[config.mk]
export PLATFORM = sky130hd
export DESIGN_NAME = exu_top
export DESIGN_NICKNAME = d
export VERILOG_FILES = /design/src/exu_pkg.sv /design/src/alu_slave.sv /design/src/div_unit.sv /design/src/exu_ctrl.sv /design/src/exu_top.sv /design/src/mul_unit.sv
export SDC_FILE = /design/constraint.sdc
export NUM_CORES = 2
export LEC_CHECK = 0
export CAP_MARGIN = 20
export CORE_UTILIZATION = 55
export DETAILED_ROUTE_END_ITERATION = 8
export DONT_BUFFER_PORTS = 1
export PLACE_DENSITY = 0.7
export SETUP_SLACK_MARGIN = 0.3
export SLEW_MARGIN = 15
export SYNTH_ARGS = -nofsm -noshare
export SYNTH_HDL_FRONTEND = slang
export SYNTH_SLANG_ARGS = --single-unit
[constraint.sdc]
create_clock -name clk -period 7.2 [get_ports clk]
set_input_delay 1.08 -clock clk [delete_from_list [all_inputs] [get_ports clk]]
set_output_delay 1.08 -clock clk [all_outputs]
set_load 0.02 [all_outputs]
[src/exu_pkg.sv]
package exu_pkg;

    localparam int XLEN       = 32;
    localparam int SHAMT_W    = $clog2(XLEN);   // Shift amount taken from a
    localparam int ITER_COUNT = XLEN;           // One bit per cycle for mul and div

    typedef enum logic [7:0] {
        // Arithmetic
        ADD   = 8'h00,
        ADDU  = 8'h01,
        SUB   = 8'h02,
        SUBU  = 8'h03,
        // Compare
        SLT   = 8'h08,
        SLTU  = 8'h09,
        SLTI  = 8'h0a,
        SLTIU = 8'h0b,
        // Logic
        AND   = 8'h10,
        OR    = 8'h11,
        NOR   = 8'h12,
        XOR   = 8'h13,
        LUI   = 8'h14,
        // Shift and rotate
        SLL   = 8'h20,
        SLLV  = 8'h21,
        SRL   = 8'h22,
        SRLV  = 8'h23,
        SRA   = 8'h24,
        SRAV  = 8'h25,
        ROTR  = 8'h26,
        // Multi-cycle
        MULT  = 8'h30,
        MULTU = 8'h31,
        DIV   = 8'h32,
        DIVU  = 8'h33,
        // HI/LO moves
        MFHI  = 8'h38,
        MFLO  = 8'h39,
        MTHI  = 8'h3a,
        MTLO  = 8'h3b
    } alu_op_e;

    typedef struct packed {
        alu_op_e         op;
        logic [XLEN-1:0] a;
        logic [XLEN-1:0] b;
    } exu_req_t;

    typedef struct packed {
        logic [XLEN-1:0] y;
        logic            overflow;
    } exu_rsp_t;

    typedef struct packed {
        logic [XLEN-1:0] hi;
        logic [XLEN-1:0] lo;
    } hilo_t;

    typedef enum logic [1:0] {
        IDLE,
        MUL_RUN,
        DIV_RUN,
        FINISH      // Cycle in which a mul/div response is presented
    } ctrl_state_e;

endpackage

[src/alu_slave.sv]
`timescale 1ns/100ps

module alu_slave import exu_pkg::*; (
    input  alu_op_e         op,
    input  logic [XLEN-1:0] a,
    input  logic [XLEN-1:0] b,
    output logic [XLEN-1:0] y,
    output logic            overflow
);

    logic [SHAMT_W-1:0] shamt;

    assign shamt = a[SHAMT_W-1:0];

    always_comb begin
        y        = '0;
        overflow = 1'b0;
        case (op)
            ADD: begin
                y        = a + b;
                overflow = (a[XLEN-1] == b[XLEN-1]) & (y[XLEN-1] != a[XLEN-1]);
            end
            ADDU: begin
                y = a + b;
            end
            SUB: begin
                y        = a - b;
                overflow = (a[XLEN-1] ^ b[XLEN-1]) & (y[XLEN-1] == b[XLEN-1]);
            end
            SUBU: begin
                y = a - b;
            end

            SLT,
            SLTI: begin
                y = {{(XLEN-1){1'b0}}, $signed(a) < $signed(b)};
            end
            SLTU,
            SLTIU: begin
                y = {{(XLEN-1){1'b0}}, a < b};
            end

            AND: y = a & b;
            OR:  y = a | b;
            NOR: y = ~(a | b);
            XOR: y = a ^ b;
            LUI: y = {b[XLEN/2-1:0], {(XLEN/2){1'b0}}};

            // b is the shifted value, a supplies the amount
            SLL,
            SLLV: begin
                y = b << shamt;
            end
            SRL,
            SRLV: begin
                y = b >> shamt;
            end
            SRA,
            SRAV: begin
                y = $signed(b) >>> shamt;
            end
            ROTR: begin
                y = (b >> shamt) | (b << (XLEN - shamt));  // Amount 0 leaves b unchanged
            end

            default: begin
                y        = '0;
                overflow = 1'b0;
            end
        endcase
    end

endmodule

[src/div_unit.sv]
`timescale 1ns/100ps

module div_unit import exu_pkg::*; (
    input  logic            clk,
    input  logic            arst_n,
    input  logic            start,
    input  logic            signed_op,
    input  logic [XLEN-1:0] a,
    input  logic [XLEN-1:0] b,
    output logic            done,
    output hilo_t           result
);

    localparam int              CNT_W = $clog2(ITER_COUNT);
    localparam logic [CNT_W-1:0] LAST = CNT_W'(ITER_COUNT - 1);

    logic               run;
    logic               fix;
    logic [CNT_W-1:0]   cnt;
    logic               neg_q;
    logic               neg_r;
    logic [XLEN-1:0]    divisor;
    logic [XLEN-1:0]    rem;
    logic [XLEN-1:0]    quo;      // Dividend bits shift out the top, quotient bits in
    logic [XLEN:0]      part;
    logic [XLEN:0]      diff;
    logic               fits;
    logic [XLEN-1:0]    mag_a;
    logic [XLEN-1:0]    mag_b;

    assign mag_a = (signed_op && a[XLEN-1]) ? -a : a;
    assign mag_b = (signed_op && b[XLEN-1]) ? -b : b;

    assign part = {rem, quo[XLEN-1]};
    assign diff = part - {1'b0, divisor};
    assign fits = (part >= {1'b0, divisor});  // Always true for a zero divisor

    always_ff @(posedge clk or negedge arst_n) begin
        if (!arst_n) begin
            run  <= 1'b0;
            fix  <= 1'b0;
            cnt  <= '0;
            done <= 1'b0;
        end else begin
            done <= fix;
            fix  <= run && (cnt == LAST);
            if (start) begin
                run <= 1'b1;
                cnt <= '0;
            end else if (run) begin
                cnt <= cnt + 1'b1;
                if (cnt == LAST) begin
                    run <= 1'b0;
                end
            end
        end
    end

    always_ff @(posedge clk) begin
        if (start) begin
            rem     <= '0;
            quo     <= mag_a;
            divisor <= mag_b;
            neg_q   <= signed_op && (a[XLEN-1] ^ b[XLEN-1]);
            neg_r   <= signed_op && a[XLEN-1];
        end else if (run) begin
            rem <= fits ? diff[XLEN-1:0] : part[XLEN-1:0];
            quo <= {quo[XLEN-2:0], fits};
        end else if (fix) begin
            // Quotient follows a^b, remainder follows the dividend
            if (neg_q) begin
                quo <= -quo;
            end
            if (neg_r) begin
                rem <= -rem;
            end
        end
    end

    assign result.hi = rem;
    assign result.lo = quo;

    a_div_no_restart: assert property (@(posedge clk) disable iff (!arst_n)
        start |-> !(run || fix));

endmodule

[src/exu_ctrl.sv]
`timescale 1ns/100ps

module exu_ctrl import exu_pkg::*; (
    input  logic            clk,
    input  logic            arst_n,
    input  logic            req_valid,
    input  exu_req_t        req,
    output logic            busy,
    output logic            rsp_valid,
    output exu_rsp_t        rsp,
    output alu_op_e         alu_op,
    output logic [XLEN-1:0] alu_a,
    output logic [XLEN-1:0] alu_b,
    input  logic [XLEN-1:0] alu_y,
    input  logic            alu_overflow,
    output logic            mul_start,
    output logic            div_start,
    output logic            md_signed,
    output logic [XLEN-1:0] md_a,
    output logic [XLEN-1:0] md_b,
    input  logic            mul_done,
    input  logic            div_done,
    input  hilo_t           mul_result,
    input  hilo_t           div_result,
    output hilo_t           hilo
);

    ctrl_state_e state;
    exu_req_t    req_q;
    logic        pend;        // req_q holds a request not yet dispatched
    logic        is_mul;
    logic        is_div;
    exu_rsp_t    rsp_d;

    always_ff @(posedge clk) begin
        if (req_valid) begin
            req_q <= req;
        end
    end

    always_ff @(posedge clk or negedge arst_n) begin
        if (!arst_n) begin
            pend <= 1'b0;
        end else begin
            pend <= req_valid;
        end
    end

    assign is_mul = req_q.op inside {MULT, MULTU};
    assign is_div = req_q.op inside {DIV, DIVU};

    // ALU and mul/div units all work on the registered request
    assign alu_op    = req_q.op;
    assign alu_a     = req_q.a;
    assign alu_b     = req_q.b;
    assign md_a      = req_q.a;
    assign md_b      = req_q.b;
    assign md_signed = req_q.op inside {MULT, DIV};

    assign mul_start = pend && (state == IDLE) && is_mul;
    assign div_start = pend && (state == IDLE) && is_div;

    assign busy = (state == MUL_RUN) || (state == DIV_RUN);

    always_comb begin
        case (req_q.op)
            MFHI:    rsp_d = '{y: hilo.hi, overflow: 1'b0};
            MFLO:    rsp_d = '{y: hilo.lo, overflow: 1'b0};
            MTHI,
            MTLO,
            MULT,
            MULTU,
            DIV,
            DIVU:    rsp_d = '{y: '0, overflow: 1'b0};
            default: rsp_d = '{y: alu_y, overflow: alu_overflow};
        endcase
    end

    always_ff @(posedge clk) begin
        rsp <= rsp_d;           // Qualified by rsp_valid only
    end

    always_ff @(posedge clk or negedge arst_n) begin
        if (!arst_n) begin
            state     <= IDLE;
            rsp_valid <= 1'b0;
            hilo      <= '0;
        end else begin
            rsp_valid <= 1'b0;
            case (state)
                IDLE: begin
                    if (pend) begin
                        if (is_mul) begin
                            state <= MUL_RUN;
                        end else if (is_div) begin
                            state <= DIV_RUN;
                        end else begin
                            rsp_valid <= 1'b1;
                            if (req_q.op == MTHI) begin
                                hilo.hi <= req_q.a;
                            end
                            if (req_q.op == MTLO) begin
                                hilo.lo <= req_q.a;
                            end
                        end
                    end
                end
                MUL_RUN: begin
                    if (mul_done) begin
                        hilo      <= mul_result;
                        rsp_valid <= 1'b1;
                        state     <= FINISH;
                    end
                end
                DIV_RUN: begin
                    if (div_done) begin
                        hilo      <= div_result;   // hi = remainder, lo = quotient
                        rsp_valid <= 1'b1;
                        state     <= FINISH;
                    end
                end
                FINISH: state <= IDLE;
                default: state <= IDLE;
            endcase
        end
    end

    a_no_req_when_busy: assert property (@(posedge clk) disable iff (!arst_n)
        req_valid |-> !busy);

    a_mul_done_in_run: assert property (@(posedge clk) disable iff (!arst_n)
        mul_done |-> state == MUL_RUN);

    a_div_done_in_run: assert property (@(posedge clk) disable iff (!arst_n)
        div_done |-> state == DIV_RUN);

endmodule

[src/exu_top.sv]
`timescale 1ns/100ps

module exu_top import exu_pkg::*; (
    input  logic     clk,
    input  logic     arst_n,
    input  logic     req_valid,
    input  exu_req_t req,
    output logic     busy,
    output logic     rsp_valid,
    output exu_rsp_t rsp,
    output hilo_t    hilo
);

    alu_op_e         alu_op;
    logic [XLEN-1:0] alu_a;
    logic [XLEN-1:0] alu_b;
    logic [XLEN-1:0] alu_y;
    logic            alu_overflow;
    logic            mul_start;
    logic            div_start;
    logic            md_signed;
    logic [XLEN-1:0] md_a;
    logic [XLEN-1:0] md_b;
    logic            mul_done;
    logic            div_done;
    hilo_t           mul_result;
    hilo_t           div_result;

    exu_ctrl i_ctrl (
        .clk          (clk),
        .arst_n       (arst_n),
        .req_valid    (req_valid),
        .req          (req),
        .busy         (busy),
        .rsp_valid    (rsp_valid),
        .rsp          (rsp),
        .alu_op       (alu_op),
        .alu_a        (alu_a),
        .alu_b        (alu_b),
        .alu_y        (alu_y),
        .alu_overflow (alu_overflow),
        .mul_start    (mul_start),
        .div_start    (div_start),
        .md_signed    (md_signed),
        .md_a         (md_a),
        .md_b         (md_b),
        .mul_done     (mul_done),
        .div_done     (div_done),
        .mul_result   (mul_result),
        .div_result   (div_result),
        .hilo         (hilo)
    );

    alu_slave i_alu (
        .op       (alu_op),
        .a        (alu_a),
        .b        (alu_b),
        .y        (alu_y),
        .overflow (alu_overflow)
    );

    mul_unit i_mul (
        .clk       (clk),
        .arst_n    (arst_n),
        .start     (mul_start),
        .signed_op (md_signed),
        .a         (md_a),
        .b         (md_b),
        .done      (mul_done),
        .result    (mul_result)
    );

    div_unit i_div (
        .clk       (clk),
        .arst_n    (arst_n),
        .start     (div_start),
        .signed_op (md_signed),
        .a         (md_a),
        .b         (md_b),
        .done      (div_done),
        .result    (div_result)
    );

endmodule

[src/mul_unit.sv]
`timescale 1ns/100ps

module mul_unit import exu_pkg::*; (
    input  logic            clk,
    input  logic            arst_n,
    input  logic            start,
    input  logic            signed_op,
    input  logic [XLEN-1:0] a,
    input  logic [XLEN-1:0] b,
    output logic            done,
    output hilo_t           result
);

    localparam int              CNT_W = $clog2(ITER_COUNT);
    localparam logic [CNT_W-1:0] LAST = CNT_W'(ITER_COUNT - 1);

    logic               run;
    logic               fix;
    logic [CNT_W-1:0]   cnt;
    logic               neg;
    logic [XLEN-1:0]    mcand;
    logic [2*XLEN-1:0]  prod;     // Upper half accumulates, lower half holds multiplier
    logic [XLEN:0]      sum;
    logic [XLEN-1:0]    mag_a;
    logic [XLEN-1:0]    mag_b;

    assign mag_a = (signed_op && a[XLEN-1]) ? -a : a;
    assign mag_b = (signed_op && b[XLEN-1]) ? -b : b;

    assign sum = {1'b0, prod[2*XLEN-1:XLEN]} + ({(XLEN+1){prod[0]}} & {1'b0, mcand});

    always_ff @(posedge clk or negedge arst_n) begin
        if (!arst_n) begin
            run  <= 1'b0;
            fix  <= 1'b0;
            cnt  <= '0;
            done <= 1'b0;
        end else begin
            done <= fix;
            fix  <= run && (cnt == LAST);
            if (start) begin
                run <= 1'b1;
                cnt <= '0;
            end else if (run) begin
                cnt <= cnt + 1'b1;
                if (cnt == LAST) begin
                    run <= 1'b0;
                end
            end
        end
    end

    always_ff @(posedge clk) begin
        if (start) begin
            mcand <= mag_a;
            prod  <= {{XLEN{1'b0}}, mag_b};
            neg   <= signed_op && (a[XLEN-1] ^ b[XLEN-1]);
        end else if (run) begin
            prod <= {sum, prod[XLEN-1:1]};
        end else if (fix && neg) begin
            prod <= -prod;      // Sign fix of the full 64-bit product
        end
    end

    assign result = prod;

    a_mul_no_restart: assert property (@(posedge clk) disable iff (!arst_n)
        start |-> !(run || fix));

endmodule

==> results by group <==
Outcome
  • Status: completed

Yosys
  • Distinct cells, synth: 91
  • Seq cells post-synth: between 300 and 400
  • Synthesized cell area: between 0.03 and 0.04 mm^2
  • Compound-Gate Fraction of Synth Area: 0.261
  • Mux cell area share after synthesis: 0.0680
  • Post-Syn Nets: between 4k and 5k
  • Number of flops mapped to enable cells by yosys: 203
  • Async set-reset flop share out of synthesis: 0.219
  • Synth Area in Adders: 0.0710
  • Synth Area in XOR/XNOR: 0.0616
  • Synth warn: 0
  • Syn Area/Cell: around 8.2 um^2
  • Main combinational cell family by area after synthesis: compound AO/OA/AOI/OAI gates
  • Dominant synthesized flop cell: edfxtp_1
  • Sequential element share of the synthesized area: 0.309
  • Gate Count Post-Synth: slightly above 4k
  • Simple-gate share of the synthesized area: 0.177

Critical path
  • CP Capture Type: flop
  • FF-to-FF path depth: 13
  • Slack of the worst reg-to-reg path: around 2.3 ns
  • Maximum fanout along the worst path: 60
  • Worst Path Required: 7.70 ns
  • Crit Path Class: flop to flop
  • Startpoint types: flop
  • Worst EP arrival: about 5.4 ns
  • RR Endpoint: i_ctrl.rsp[31]$_DFF_P_
  • Reg-to-Reg Start: i_ctrl.alu_a[2]$_DFFE_PP_

GRT
  • Total global routing overflow: 0
  • GRT met2 Usage: 0.705
  • Vias in the first global route: around 30k
  • GRT Overall Usage: 0.463
  • First-pass GRT wire length: 206000 um
  • GR met1 Demand/Resource: 0.583
  • Pin count of the biggest net entering global routing: 85
  • Gr busiest metal: met2
  • Initial antenna violation count: 6
  • Met3 Usage GRT: 0.108

CTS
  • Clock Latency Late Sink: ~0.62 ns
  • CTS sink count: ~380
  • CTS tree: yes
  • Root Buffer: clkbuf_16
  • CTS H-tree depth: 2
  • Setup bufs post-CTS: 0
  • Clk pin slew, worst setup/hold paths: approximately 0.06 ns
  • Post_cts resized: 0
  • CTS max path bufs: 3
  • Cts hold-fix bufs: 0
  • CTS Buf Count: between 40 and 50

Timing
  • Worst Skew: ~0.019 ns
  • TNS Setup: 0 ns
  • Min Tclk post-route: ~5 ns
  • Tcrit/Tclk final: 0.684
  • Worst Max-Slew Pin Slew: between 1 and 1.5 ns
  • RSZ-0062 raised after global routing: no
  • Final hold slack: approximately 0.16 ns
  • Fmax: slightly above 0.2 GHz
  • Slew Limit Fails: 0
  • Slew margin rel.: 0.202
  • Hold Fails Final Rpt: 0
  • # setup viols final: 0

Route
  • DRC viols: 0
  • Initial drt markers: between 4k and 5k
  • DRT Pass-1 Iters: 9
  • Via-to-Cell Ratio: 7.05
  • Post-route ant nets: 0
  • Via count of the routed design: ~33k
  • Routed WL per cell: approximately 31 um
  • Drt total wl: about 140000 um

Floorplanning
  • Initial Util: 0.556
  • Die area: roughly 0.061 mm^2
  • Die height: 246 um
  • Row count: between 80 and 90
  • Die width: roughly 250 um
  • Core Area: 0.0590 mm^2
  • Ports: between 150 and 200

Power and ir drop
  • Maximum vdd drop: 0.340 mV
  • P_sw: 5.55 mW
  • Leakage: between 10 and 15 nW
  • Flop pwr share: 0.348
  • Power per cell area: 338 mW/mm^2
  • Sw frac: 0.472
  • Combinational power share: 0.455
  • Pint: ~6.2 mW
  • Power, Total: 11.8 mW
  • Clk pwr share: 0.197

Hold path
  • Hold crit path type: primary input to async pin

Finish
  • NumNets Final: just over 4k
  • Footprint of the multi-input gates: 0.0210 mm^2
  • Register Area: between 0.01 and 0.015 mm^2
  • Fillers: 5458
  • Ratio of cells with drive above 1 in the final layout: 0.0704
  • Area growth, synth to finish: 6.07%

Placement
  • GPL Wtd Cong: roughly 1.1
  • DP Wirelength: between 100000 and 150000 um
  • IO Port Bufs: 0

Flow run
  • Maxcap violations: 0
==> routing by layer <==
layer | vias to the layer above | wire [um]
li1 | 14491 | -
met1 | 15605 | 53400
met2 | 2364 | 61900
met3 | 550 | 16900
met4 | 10 | 12000
met5 | - | 76
==> cell type report <==
cell class                      count  area share
Inverter                          179      0.0193
Sequential cell                   384       0.291
Clock inverter                     27     0.00643
Timing Repair Buffer               74      0.0159
Multi-Input combinational cell   3186       0.604
Clock buffer                       59      0.0353
Antenna cell                        1   0.0000718
Tap cell                          773      0.0278
==> synthesized netlist by cell type, types with 12 or more instances <==
master	n	area, um^2
o21bai_1	20	150
mux4_2	22	495
mux2_2	53	597
nand3b_1	13	97.6
ha_1	180	2250
o21a_1	30	225
a31oi_1	57	357
o22ai_1	28	175
o21ai_0	277	1390
a22oi_1	90	676
nand2b_1	34	213
or2_2	17	106
mux2i_1	114	1140
xor2_1	75	657
and3_1	30	188
a211o_1	15	131
and2_1	66	413
o211ai_1	42	315
o31ai_1	20	150
or4_1	12	90.1
a222oi_1	19	190
dfxtp_1	97	1940
or3_1	24	150
nand2_1	336	1260
dfrtp_1	84	2100
buf_1	35	131
nor3_1	80	400
nand4_1	30	188
a211oi_1	85	638
a221oi_1	26	228
inv_1	173	649
edfxtp_1	203	6100
nand3_1	69	345
a21boi_0	13	97.6
nor4_1	36	225
nor2b_1	25	156
o41ai_1	12	105
o2111ai_1	14	123
a221o_1	13	130
nor2_1	440	1650
a21o_1	95	713
clkbuf_1	220	826
xnor2_1	156	1370
buf_2	14	70.1
a21oi_1	390	1950
==> critical path, cell delays in order (launching register included) <==
cell and delay (ns):
edfxtp_1 0.32, buf_4 0.57, inv_2 0.44, ha_1 0.62, nor2_1 0.11, o311ai_0 0.50, a311oi_1 0.25, a21oi_1 0.50
nor3_1 0.22, o211ai_1 0.26, a21oi_1 0.14, a221o_1 0.35, a41o_1 0.24, a311o_1 0.26
==> flip-flops by register name (all words and copies together), names as in the netlist, 2 cells and up <==
register	cells
i_div.divisor	32
i_ctrl.state	2
i_mul.mcand	32
i_div.cnt	5
i_ctrl.rsp	33
i_mul.result	64
i_ctrl.alu_op	8
i_div.rem	32
i_ctrl.alu_a	32
i_mul.cnt	5
i_ctrl.hilo	64
i_div.quo	32
i_ctrl.alu_b	32
==> cell usage in the layout (no fill, tap or decap), drive strengths merged, types with 34 or more instances in the layout <==
master	count
nor2	440
a21oi	390
nand2	336
o21ai	278
edfxtp	203
inv	181
ha	180
xnor2	156
mux2i	114
dfxtp	97
a21o	95
a22oi	90
a211oi	85
dfrtp	84
nor3	82
xor2	75
buf	74
nand3	69
and2	67
clkbuf	59
a31oi	57
mux2	53
o211ai	42
nor4	41
nand2b	34
==> metrics by stage <==
step	setup WS, ns	std cells	utilization	area [um^2]
after floorplan	2.54	4021	-	32800
after global placement	2.59	4596	0.565	33400
after detailed placement	2.49	4596	0.565	33400
after CTS	2.43	4682	0.590	34800
after global routing	2.05	4682	0.590	34800
final	2.28	4683	0.590	34800
==> power groups by stage <==
stage	clock (mW)	combinational, mW	sequential (mW)
final	2.32	5.36	4.09
after global routing	2.40	5.75	4.11
after CTS	2.32	5.19	4.05
after detailed placement	0	5.16	4.08
after global placement	0	5.13	4.09
after floorplan	0	3.87	3.61
==> cell families (layout without fill, tap and decap cells) <==
logic type      Yosys count  in the layout
compound gates         1336           1336
simple gates           1246           1246
buf+inv                 451            339
flops                   384            384
xor+xnor                231            231
mux                     189            189
fa+ha+maj               184            184
other cells               0              1
==> worst max path at each step <==
stage,startpoint,endpoint,slack (ns),cells after the start
2_1_floorplan,i_ctrl.alu_a[1]$_DFFE_PP_,i_ctrl.rsp[31]$_DFF_P_,2.54,17
3_3_place_gp,i_ctrl.alu_a[2]$_DFFE_PP_,i_ctrl.rsp[31]$_DFF_P_,2.59,13
5_1_grt,i_ctrl.alu_a[2]$_DFFE_PP_,i_ctrl.rsp[22]$_DFF_P_,2.05,12
6_report,i_ctrl.alu_a[2]$_DFFE_PP_,i_ctrl.rsp[31]$_DFF_P_,2.28,13
4_1_cts,i_ctrl.alu_a[2]$_DFFE_PP_,i_ctrl.rsp[22]$_DFF_P_,2.43,12
3_5_place_dp,i_ctrl.alu_a[2]$_DFFE_PP_,i_ctrl.rsp[22]$_DFF_P_,2.49,12
(Power assumes the default switching activity.)
